**config.mk**
```make
export PLATFORM = sky130hd
export DESIGN_NAME = cpu
export DESIGN_NICKNAME = d
export VERILOG_FILES = /design/src/design/cpu_pkg.sv /design/src/design/cpu_ifs.sv /design/src/design/bus_master.sv /design/src/design/cpu.sv /design/src/design/irq_ctrl.sv /design/src/design/panel_ctrl.sv /design/src/design/reg_file.sv
export SDC_FILE = /design/constraint.sdc
export NUM_CORES = 1
export LEC_CHECK = 0
export BUFFER_PORTS_ARGS = -buffer_cell sky130_fd_sc_hd__clkbuf_2
export CAP_MARGIN = 25
export CORE_ASPECT_RATIO = 0.7
export CORE_UTILIZATION = 45
export CTS_CLUSTER_SIZE = 28
export DETAILED_ROUTE_END_ITERATION = 6
export PLACE_DENSITY = 0.68
export SLEW_MARGIN = 20
export SYNTH_ARGS = -nofsm -noshare
export SYNTH_HDL_FRONTEND = slang
export SYNTH_SLANG_ARGS = --single-unit
```
**constraint.sdc**
```tcl
create_clock -name __clk -period 8 [get_ports __clk]
set_input_delay 1.6 -clock __clk [delete_from_list [all_inputs] [get_ports __clk]]
set_output_delay 1.6 -clock __clk [all_outputs]
set_load 0.05 [all_outputs]
```
**src/design/cpu_pkg.sv**
```systemverilog
package cpu_pkg;

	// --------------------------------------------------
	// Word sizes
	// --------------------------------------------------

	localparam int word_w = 16;
	localparam int irq_count = 4;

	// Bit positions in rz and in the mask
	localparam int irq_nomem = 0;
	localparam int irq_parity = 1;
	localparam int irq_ext = 2;
	localparam int irq_clock = 3;

	// --------------------------------------------------
	// Display selector codes, {rsb, rsa}
	// --------------------------------------------------

	localparam logic [1:0] disp_ac = 2'd0;
	localparam logic [1:0] disp_ar = 2'd1;
	localparam logic [1:0] disp_rz = 2'd2;
	localparam logic [1:0] disp_rs = 2'd3;

	// Cycles with a strobe up and no reply before the cycle counts as no memory
	localparam int bus_timeout = 32;

endpackage

```
**src/design/cpu_ifs.sv**
```systemverilog
`timescale 1ns/10ps

// --------------------------------------------------
// Bus cycle request between the panel and the bus timing
// --------------------------------------------------

interface bus_req_if;

	logic req;
	logic write;
	logic [cpu_pkg::word_w-1:0] addr;
	logic [cpu_pkg::word_w-1:0] wdata;
	logic [cpu_pkg::word_w-1:0] rdata;
	logic done;
	logic nomem;
	logic parity;

	// Requester holds req, write, addr and wdata until done
	modport ctrl(output req, write, addr, wdata, input rdata, done, nomem);

	// Status is valid only in the cycle of done
	modport master(input req, write, addr, wdata, output rdata, done, nomem, parity);

	// Interrupt logic only watches the end of each cycle
	modport monitor(input done, nomem, parity);

endinterface

// --------------------------------------------------
// Register load controls from the panel
// --------------------------------------------------

interface reg_ctrl_if;

	logic ld_ac;
	logic ld_ar;
	logic inc_ar;
	logic [cpu_pkg::word_w-1:0] ac_data;
	logic [cpu_pkg::word_w-1:0] ac;
	logic [cpu_pkg::word_w-1:0] ar;

	modport ctrl(output ld_ac, ld_ar, inc_ar, ac_data, input ac, ar);

	modport regs(input ld_ac, ld_ar, inc_ar, ac_data, output ac, ar);

endinterface

```
**src/design/bus_master.sv**
```systemverilog
`timescale 1ns/10ps

module bus_master(
	input __clk,
	input arst_n,

	input [cpu_pkg::word_w-1:0] rdt,
	input ok,
	input en,
	input pe,
	output logic dr,
	output logic dw,
	output logic [cpu_pkg::word_w-1:0] dad,
	output logic [cpu_pkg::word_w-1:0] ddt,

	bus_req_if.master bus
);

	enum logic [1:0] {st_idle, st_strobe, st_release, st_done} state;

	logic [$clog2(cpu_pkg::bus_timeout)-1:0] cnt;
	wire cnt_last = cnt == ($bits(cnt))'(cpu_pkg::bus_timeout - 1);

	// --------------------------------------------------
	// Strobe and reply handshake
	// --------------------------------------------------

	always_ff @(posedge __clk or negedge arst_n) begin
		if (!arst_n) begin
			state <= st_idle;
			dr <= 1'b0;
			dw <= 1'b0;
			cnt <= '0;
			bus.nomem <= 1'b0;
			bus.parity <= 1'b0;
		end else begin
			case (state)
				st_idle: begin
					if (bus.req) begin
						dr <= !bus.write;
						dw <= bus.write;
						cnt <= '0;
						state <= st_strobe;
					end
				end
				st_strobe: begin
					if (ok) begin
						dr <= 1'b0;
						dw <= 1'b0;
						bus.nomem <= 1'b0;
						bus.parity <= pe & dr;
						state <= st_release;
					end else if (en || cnt_last) begin
						// Explicit no-memory reply or nobody there at all
						dr <= 1'b0;
						dw <= 1'b0;
						bus.nomem <= 1'b1;
						bus.parity <= 1'b0;
						state <= st_release;
					end else begin
						cnt <= cnt + 1'b1;
					end
				end
				st_release: begin
					// Wait for the memory to let go of its reply
					if (!ok && !en) begin
						state <= st_done;
					end
				end
				default: begin
					state <= st_idle;
				end
			endcase
		end
	end

	// Address, write data and read data
	always_ff @(posedge __clk) begin
		if (state == st_idle && bus.req) begin
			dad <= bus.addr;
			ddt <= bus.wdata;
		end
		if (state == st_strobe && ok) begin
			bus.rdata <= rdt;
		end
	end

	assign bus.done = state == st_done;

endmodule

```
**src/design/cpu.sv**
```systemverilog
`timescale 1ns/10ps

module cpu(
	input __clk,
	input arst_n,

	// Control panel
	input [cpu_pkg::word_w-1:0] kl,
	input wac, war, wrs,
	input panel_store, panel_fetch,
	input clm,
	input rsa, rsb,
	output [cpu_pkg::word_w-1:0] w,
	output busy,
	output irq,

	// System bus
	output dr,
	output dw,
	output [cpu_pkg::word_w-1:0] dad,
	output [cpu_pkg::word_w-1:0] ddt,
	input [cpu_pkg::word_w-1:0] rdt,
	input ok,
	input en,
	input pe,
	input rin,
	input zegar
);

	bus_req_if bus_if();
	reg_ctrl_if reg_if();

	wire [cpu_pkg::irq_count-1:0] rz;
	wire [cpu_pkg::irq_count-1:0] rs;

	// --------------------------------------------------
	// Panel sequencing and registers
	// --------------------------------------------------

	panel_ctrl pm(.__clk(__clk), .arst_n(arst_n), .kl(kl), .wac(wac), .war(war),
		.panel_store(panel_store), .panel_fetch(panel_fetch), .clm(clm), .busy(busy),
		.bus(bus_if.ctrl), .regs(reg_if.ctrl));

	reg_file pa(.__clk(__clk), .arst_n(arst_n), .rsa(rsa), .rsb(rsb), .rz(rz), .rs(rs),
		.w(w), .regs(reg_if.regs));

	// --------------------------------------------------
	// Bus timing and interrupts
	// --------------------------------------------------

	bus_master px(.__clk(__clk), .arst_n(arst_n), .rdt(rdt), .ok(ok), .en(en), .pe(pe),
		.dr(dr), .dw(dw), .dad(dad), .ddt(ddt), .bus(bus_if.master));

	irq_ctrl pp(.__clk(__clk), .arst_n(arst_n), .kl(kl), .wrs(wrs), .clm(clm), .busy(busy),
		.rin(rin), .zegar(zegar), .irq(irq), .rz(rz), .rs(rs), .bus(bus_if.monitor));

endmodule

```
**src/design/irq_ctrl.sv**
```systemverilog
`timescale 1ns/10ps

module irq_ctrl(
	input __clk,
	input arst_n,

	input [cpu_pkg::word_w-1:0] kl,
	input wrs,
	input clm,
	input busy,
	input rin,
	input zegar,
	output irq,
	output logic [cpu_pkg::irq_count-1:0] rz,
	output logic [cpu_pkg::irq_count-1:0] rs,

	bus_req_if.monitor bus
);

	logic [cpu_pkg::irq_count-1:0] events;

	// Requests raised in this cycle
	always_comb begin
		events = '0;
		events[cpu_pkg::irq_nomem] = bus.done & bus.nomem;
		events[cpu_pkg::irq_parity] = bus.done & bus.parity;
		events[cpu_pkg::irq_ext] = rin;
		events[cpu_pkg::irq_clock] = zegar;
	end

	// --------------------------------------------------
	// Request and mask registers
	// --------------------------------------------------

	always_ff @(posedge __clk or negedge arst_n) begin
		if (!arst_n) begin
			rz <= '0;
			rs <= '0;
		end else if (clm && !busy) begin
			rz <= '0;
			rs <= '0;
		end else begin
			// Bits stick until cleared from the panel
			rz <= rz | events;
			if (wrs && !busy) begin
				rs <= kl[cpu_pkg::irq_count-1:0];
			end
		end
	end

	assign irq = |(rz & rs);

endmodule

```
**src/design/panel_ctrl.sv**
```systemverilog
`timescale 1ns/10ps

module panel_ctrl(
	input __clk,
	input arst_n,

	input [cpu_pkg::word_w-1:0] kl,
	input wac,
	input war,
	input panel_store,
	input panel_fetch,
	input clm,
	output busy,

	bus_req_if.ctrl bus,
	reg_ctrl_if.ctrl regs
);

	enum logic [1:0] {st_idle, st_bus, st_finish} state;

	// Direction of the bus cycle in progress
	logic cmd_write;

	wire start = panel_store | panel_fetch;

	// --------------------------------------------------
	// Command sequence
	// --------------------------------------------------

	always_ff @(posedge __clk or negedge arst_n) begin
		if (!arst_n) begin
			state <= st_idle;
			cmd_write <= 1'b0;
		end else begin
			case (state)
				st_idle: begin
					// Clear wins over a memory command in the same cycle
					if (start && !clm) begin
						cmd_write <= panel_store;
						state <= st_bus;
					end
				end
				st_bus: begin
					if (bus.done) begin
						state <= st_finish;
					end
				end
				default: begin
					state <= st_idle;
				end
			endcase
		end
	end

	assign busy = state != st_idle;

	// Address and data come straight from AR and AC, which stay put while busy
	assign bus.req = state == st_bus;
	assign bus.write = cmd_write;
	assign bus.addr = regs.ar;
	assign bus.wdata = regs.ac;

	// --------------------------------------------------
	// Register steering
	// --------------------------------------------------

	always_comb begin
		regs.ld_ac = 1'b0;
		regs.ld_ar = 1'b0;
		regs.inc_ar = 1'b0;
		regs.ac_data = kl;
		if (state == st_idle) begin
			if (clm) begin
				regs.ld_ac = 1'b1;
				regs.ld_ar = 1'b1;
				regs.ac_data = '0;
			end else begin
				regs.ld_ac = wac;
				regs.ld_ar = war;
			end
		end else if (state == st_bus && bus.done) begin
			// AR steps even when nobody answered
			regs.inc_ar = 1'b1;
			if (!cmd_write && !bus.nomem) begin
				regs.ld_ac = 1'b1;
				regs.ac_data = bus.rdata;
			end
		end
	end

endmodule

```
**src/design/reg_file.sv**
```systemverilog
`timescale 1ns/10ps

module reg_file(
	input __clk,
	input arst_n,

	input rsa,
	input rsb,
	input [cpu_pkg::irq_count-1:0] rz,
	input [cpu_pkg::irq_count-1:0] rs,
	output logic [cpu_pkg::word_w-1:0] w,

	reg_ctrl_if.regs regs
);

	logic [cpu_pkg::word_w-1:0] ac;
	logic [cpu_pkg::word_w-1:0] ar;

	always_ff @(posedge __clk or negedge arst_n) begin
		if (!arst_n) begin
			ac <= '0;
			ar <= '0;
		end else begin
			if (regs.ld_ac) begin
				ac <= regs.ac_data;
			end
			// Increment wraps at the top and a load wins over it
			if (regs.ld_ar) begin
				ar <= regs.ac_data;
			end else if (regs.inc_ar) begin
				ar <= ar + 1'b1;
			end
		end
	end

	assign regs.ac = ac;
	assign regs.ar = ar;

	// Display multiplexer
	always_comb begin
		case ({rsb, rsa})
			cpu_pkg::disp_ac: w = ac;
			cpu_pkg::disp_ar: w = ar;
			cpu_pkg::disp_rz: w = {{(cpu_pkg::word_w-cpu_pkg::irq_count){1'b0}}, rz};
			cpu_pkg::disp_rs: w = {{(cpu_pkg::word_w-cpu_pkg::irq_count){1'b0}}, rs};
			default: w = '0;
		endcase
	end

endmodule

```
==> flow_summary.ini, run 1 <==
[worst_setup_path]
worst-path-buf-inv = 2
worstPathCellList = clkbuf_2 > mux4_2 > clkbuf_2
cp-end-kind = output pin
cpLargestDelayFamily = buffers and inverters
cp.required_ps = 6400
reg2reg_slack_ps = 5590
critPathMostFrequentCell = clkbuf_2
cp-start-kind = input pin
path_class = in2out
cp_slowest_cell = mux4_2
cp.arrival_ps = 2880
cp_max_fo = 16
max_stage_delay_ps = 570

[clock_tree]
cts_hold_buf = 0
cts_sinks = 102
cts_tree = yes
cts_buffers = 9
post_cts.repair.setup_buffers = 0
clk_pin_slew_ps = 70
cts.path.max_buffers = 2
cts_resized = 0
worstSkewPairLatency_ps = 340
htree_levels = 3
cts_root_buffer = clkbuf_16

[floorplan]
core_region_area_um2 = 9722
die_height_um = 85.78
start_util_pct = 46.41
ios = 99
die_area_um2 = 10440
die_w_um = 121.7
rows = 30

[placed_design]
gp_congestion = 0.8222
io_buffer_count = 98
hpwl_um = 7433

[pwr]
seq_power_share_pct = 41.2
clock_power_share_pct = 18.3
p_sw_uw = 983.1
p_comb_share_pct = 40.6
leakage_nw = 2.380
powerDensity_nw_per_um2 = 415.4
switching_share_pct = 43.93
ir_drop_mv = 0.1917
power_mw = 2.238
intPower_mw = 1.255

[global_routing]
grt_pass1_wl_um = 16350
grt_overflow = 0
antenna_found_initial = 0
grt_use_total_pct = 20.96
grt_max_degree = 55
grt_pass1_vias = 3134

[synthesis]
ys.flop_type = dfrtp_1
syn_avg_cell_area_um2 = 12.23
synth_edf_count = 48
synth_top_area_cell = edfxtp_1
async_reset_ff_share_pct = 52.94
syn_area_um2 = 4512
synth_nets = 423
synthCells = 369
yosys_warnings = 0
synth_area_leaders = edfxtp_1 32%, dfrtp_1 30%, mux2i_1 4.2%, nor2_1 4.1%, a31oi_1 2.1%
synth-seq-area-share_pct = 61.90
yosys.area.top_type_share_pct = 31.95
synth.distinct_cells = 48
yosys_register_bits = 102

[cells_and_area]
layout.nets = 517
antenna-diode-count = 0
drive_above_1_share_pct = 29.27
synthToLayoutAreaGrowth_pct = 19.41

[run]
drv_cap = 0

[sta]
clock_skew_ps = 7.129
setup_viol = 0
max_freq_mhz = 223.1
slew_viol_final = 0
hold_viol = 0
tns_ps = 0
max_slew_margin_pct = 40.39
period_share_pct = 56.02
rsz0062_at_grt = false
worst_pin_slew_ps = 890.8
min_period_ps = 4482

[status]
outcome = completed

[min_path]
min_path_type = reg2reg

[routing]
wl_um = 10110
drtIter0Drc = 185
drc = 0
vias = 3207
first_pass_iters = 4
wl_per_cell_um = 16.97
ant_nets = 0
viasPerCell = 5.381
-- sequential cells by signal, summed over array words and instances (netlist names), 2 cells and up --
signal	cells
pa.regs.ar	16
px.state	2
px.dad	16
px.ddt	16
pm.state	2
pp.rz	4
pp.rs	4
pa.regs.ac	16
px.bus.rdata	16
px.cnt	5
-- synth_stat cells (2+ instances only) --
| cell type | count |
|---|---|
| a21oi_1 | 18 |
| a22o_1 | 8 |
| a22oi_1 | 3 |
| a31oi_1 | 15 |
| and2_1 | 2 |
| and3_1 | 15 |
| and3_2 | 3 |
| buf_2 | 9 |
| clkbuf_1 | 9 |
| dfrtp_1 | 54 |
| edfxtp_1 | 48 |
| ha_1 | 7 |
| inv_1 | 10 |
| mux2_2 | 3 |
| mux2i_1 | 19 |
| mux4_2 | 4 |
| nand2_1 | 13 |
| nand2_2 | 2 |
| nand2b_1 | 2 |
| nand3_1 | 13 |
| nand4_1 | 2 |
| nor2_1 | 49 |
| nor3_1 | 6 |
| o211ai_1 | 12 |
| o21a_1 | 2 |
| o21ai_0 | 6 |
| o2bb2ai_1 | 2 |
| or3_1 | 2 |
| or4_1 | 7 |
| xnor2_1 | 4 |
| xor2_1 | 3 |
-- kinds of logic (layout without fill, tap and decap cells) --
group	count (synthesis)	count (layout)	synth area share [%]
xor gates and xnor gates	7	7	1.359
DFF	102	102	61.90
buffers and inverters	31	130	3.078
muxes	26	26	6.961
AOI/OAI and AO/OA	74	74	11.18
adders and majority gates	7	7	1.941
and+or+nand+nor	122	122	13.59
-- stage by stage --
stage          area (um2)  std cells  util [%]  setup slack [ps]  hold slack, ps
3_3_place_gp         5109        580     52.55              3494           467.7
5_1_grt              5388        596     55.42              3446           500.4
2_1_floorplan        4512        369         -              3173           442.1
4_1_cts              5388        596     55.42              3483           482.4
3_5_place_dp         5109        580     52.55              3483           465.8
6_report             5388        596     55.42              3518           477.2
-- per-layer routing --
metal  global-route usage, %  share of wire, %  wire length, um  up-vias
li1                        -                 -                -     1563
met1                   30.30                48             4881     1534
met2                   31.66                45             4534      103
met3                   5.851               6.1              616        7
met4                   4.377              0.79               80        0
met5                       0                 0                0        -
-- final cells by class --
class	instances	area, um2
fillers	866	4334
flip-flops and latches	102	2793
multi-input cells	236	1589
repair buffers	102	520.5
clock buffers	9	225.2
well taps	128	160.2
clock inverters	7	53.80
inverters	12	46.29
-- final timing paths --
path	cells past startpoint	from	to
worst max-delay path	3	rsa	w[1]
worst min-delay path	0	pa.regs.ac[6]	px.ddt[6]
min in group asynchronous	2	arst_n	px.state[1]
max in group asynchronous	2	arst_n	pa.regs.ar[13]
worst min register to register	0	pa.regs.ac[6]	px.ddt[6]
worst max register to register	7	px.state[0]	pa.regs.ar[13]
-- power groups by stage --
stage | clock, mW | combinational [mW] | sequential (mW)
final | 0.409 | 0.908 | 0.921
after global routing | 0.438 | 0.991 | 0.951
after CTS | 0.416 | 0.916 | 0.924
after detailed placement | 0 | 0.913 | 0.934
after global placement | 0 | 0.888 | 0.925
after floorplan | 0 | 0.552 | 1.06
-- worst register-to-register path: stages, from the launching register on --
cell and delay [ps]:
dfrtp_1 410, ha_1 330, inv_1 80, or2_1 280, inv_2 240, nand2_2 260, a31o_1 340, a221o_1 340
-- cell usage in the layout, fill, tap and decap left out, types with 5 or more instances in the layout --
master and n:
o21ai_0 5, nand3_1 13, ha_1 7, a31oi_1 15
clkbuf_2 98, a22o_1 8, nor2_1 48, o211ai_1 12
clkbuf_16 9, edfxtp_1 48, mux2i_1 19, and3_1 15
nor3_1 6, nand2_1 13, inv_1 10, dfrtp_1 54
a21oi_1 18, or4_1 7
No activity file was read; power rests on OpenSTA's default activity.
==> run 2: changes to the inputs <==
Clock period 8 ns to 4.25 ns, I/O delays scaled along.
==> run 2 against run 1 <==
Count of clock-buffer cells in the layout unchanged. Cell area increased by 1.1%. Clock skew increased by 5.0 ps. Critical path type unchanged. Global-route usage hardly changed. Sequential power rose by 89%. First-iteration DRC count shrank 4.9%. Non-clock buffer count rose by 1. Clock power is 120% higher. Combinational power grew 89%. Total power up 94%.
==> flow_summary.ini, run 2 (synthesis gave the netlist of run 1 again) <==
[sta]
clock_skew_ps = 12.15
setup_viol = 0
slew_viol_final = 0
min_period_ps = 2985
hold_ws_ps = 477.7
rsz0062_at_grt = false
max_freq_mhz = 335.0
tns_ps = 0
hold_viol = 0
period_share_pct = 70.25
worst_pin_slew_ps = 838.1
max_slew_margin_pct = 43.92

[pwr]
ir_drop_mv = 0.3761
leakage_nw = 2.403
powerDensity_nw_per_um2 = 798.8
p_sw_mw = 1.859
switching_share_pct = 42.73
p_comb_share_pct = 39.5
seq_power_share_pct = 39.9
intPower_mw = 2.492
clock_power_share_pct = 20.6

[cells_and_area]
final_common_cell = clkbuf_2
antenna-diode-count = 0
layout.nets = 518
layout_common_cells = 98 x clkbuf_2, 54 x dfrtp_1, 48 x nor2_1, 48 x edfxtp_1, 19 x mux2i_1
synthToLayoutAreaGrowth_pct = 20.74
fillers = 834
drive_above_1_share_pct = 29.42
final_cell_count_no_fill = 597

[floorplan]
ios = 99
die_area_um2 = 10440
core_region_area_um2 = 9722
start_util_pct = 46.41
die_height_um = 85.78
die_w_um = 121.7
rows = 30

[clock_tree]
cts_sinks = 102
cts_buffers = 9
cts.path.max_buffers = 2
worstSkewPairLatency_ps = 350
cts_resized = 0
clk_pin_slew_ps = 70
cts_hold_buf = 0
cts_root_buffer = clkbuf_16
post_cts.repair.setup_buffers = 0
htree_levels = 3
cts_tree = yes

[worst_setup_path]
path_class = in2out
cp.arrival_ps = 2140
max_stage_delay_ps = 570
reg2regPathDepth = 7
cp-end-kind = output pin
endpoint = w[2]
cp.required_ps = 3400
timing.rr.start = px.state[0]
worstPathCellList = clkbuf_2 > mux4_2 > clkbuf_2
r2r-end = pa.regs.ar[13]
cp-start-kind = input pin
cp_max_fo = 16
reg2reg_slack_ps = 1830
cp_slowest_cell = mux4_2
critPathMostFrequentCell = clkbuf_2
startpoint = rsa

[routing]
drtIter0Drc = 176
wl_um = 10010
wl_per_cell_um = 16.77
first_pass_iters = 4
vias = 3214
viasPerCell = 5.384
drc = 0
ant_nets = 0

[global_routing]
antenna_found_initial = 0
grt_overflow = 0
grt_pass1_wl_um = 16360
grt_pass1_vias = 3144
grt_use_total_pct = 20.97
grt_max_degree = 33

[run]
drv_cap = 0

[placed_design]
hpwl_um = 7434
io_buffer_count = 98
gp_congestion = 0.8306
dp.cells = 581

[min_path]
min_path_type = reg2reg
hold_start = pa.regs.ac[9]

[status]
outcome = completed
==> run 2: cell count changes in the layout (fill, tap and decap cells not counted) <==
cell        previous run  this run
clkinvlp_4             0         1
clkinv_4               2         0
inv_6                  3         4
buf_6                  0         1
clkinv_2               2         0
bufinv_16              0         2
==> run 2: area by class of cell <==
| cell class | count | area [um2] | area share (%) |
|---|---|---|---|
| clock inverters | 7 | 102.6 | 1.883 |
| repair buffers | 103 | 531.8 | 9.761 |
| clock buffers | 9 | 225.2 | 4.134 |
| flip-flops and latches | 102 | 2793 | 51.26 |
| well taps | 128 | 160.2 | 2.940 |
| multi-input cells | 236 | 1589 | 29.17 |
| inverters | 12 | 46.29 | 0.8498 |
==> run 2: worst min-delay path by stage <==
stage | end | cells after the start | slack (ps)
2_1_floorplan | px.ddt[13] | 0 | 440
3_3_place_gp | px.ddt[6] | 0 | 460
3_5_place_dp | px.ddt[9] | 0 | 460
4_1_cts | px.ddt[9] | 0 | 480
5_1_grt | px.ddt[9] | 0 | 480
6_report | px.ddt[9] | 0 | 480
==> run 2: power groups by stage <==
stage	combinational (mW)	clock [mW]	sequential, mW
after floorplan	1.04	0	1.99
after global routing	1.89	0.950	1.79
after detailed placement	1.72	0	1.76
final	1.72	0.894	1.74
after global placement	1.67	0	1.74
after CTS	1.73	0.908	1.74
==> run 2: stage by stage <==
step	util, %	total power [mW]	cell area, um2	setup slack (ps)
2_1_floorplan	-	3.026	4512	923.0
3_3_place_gp	52.55	3.418	5109	1243
3_5_place_dp	52.66	3.483	5120	1248
4_1_cts	56.04	4.380	5448	1249
5_1_grt	56.04	4.627	5448	1175
6_report	56.04	4.351	5448	1265
==> run 2: worst max-delay path, delay by kind of cell <==
kind | cells | cell delay [ps]
mux | 1 | 570
buf+inv | 2 | 710
==> run 2: routing by layer <==
layer,wire [um],track usage [%],vias to the layer above,share of wire (%)
met3,802,6.516,17,8.0
met5,0,0,-,0
met1,4711,29.72,1519,47
met2,4292,30.58,114,43
li1,-,-,1564,-
met4,203,7.071,0,2.0
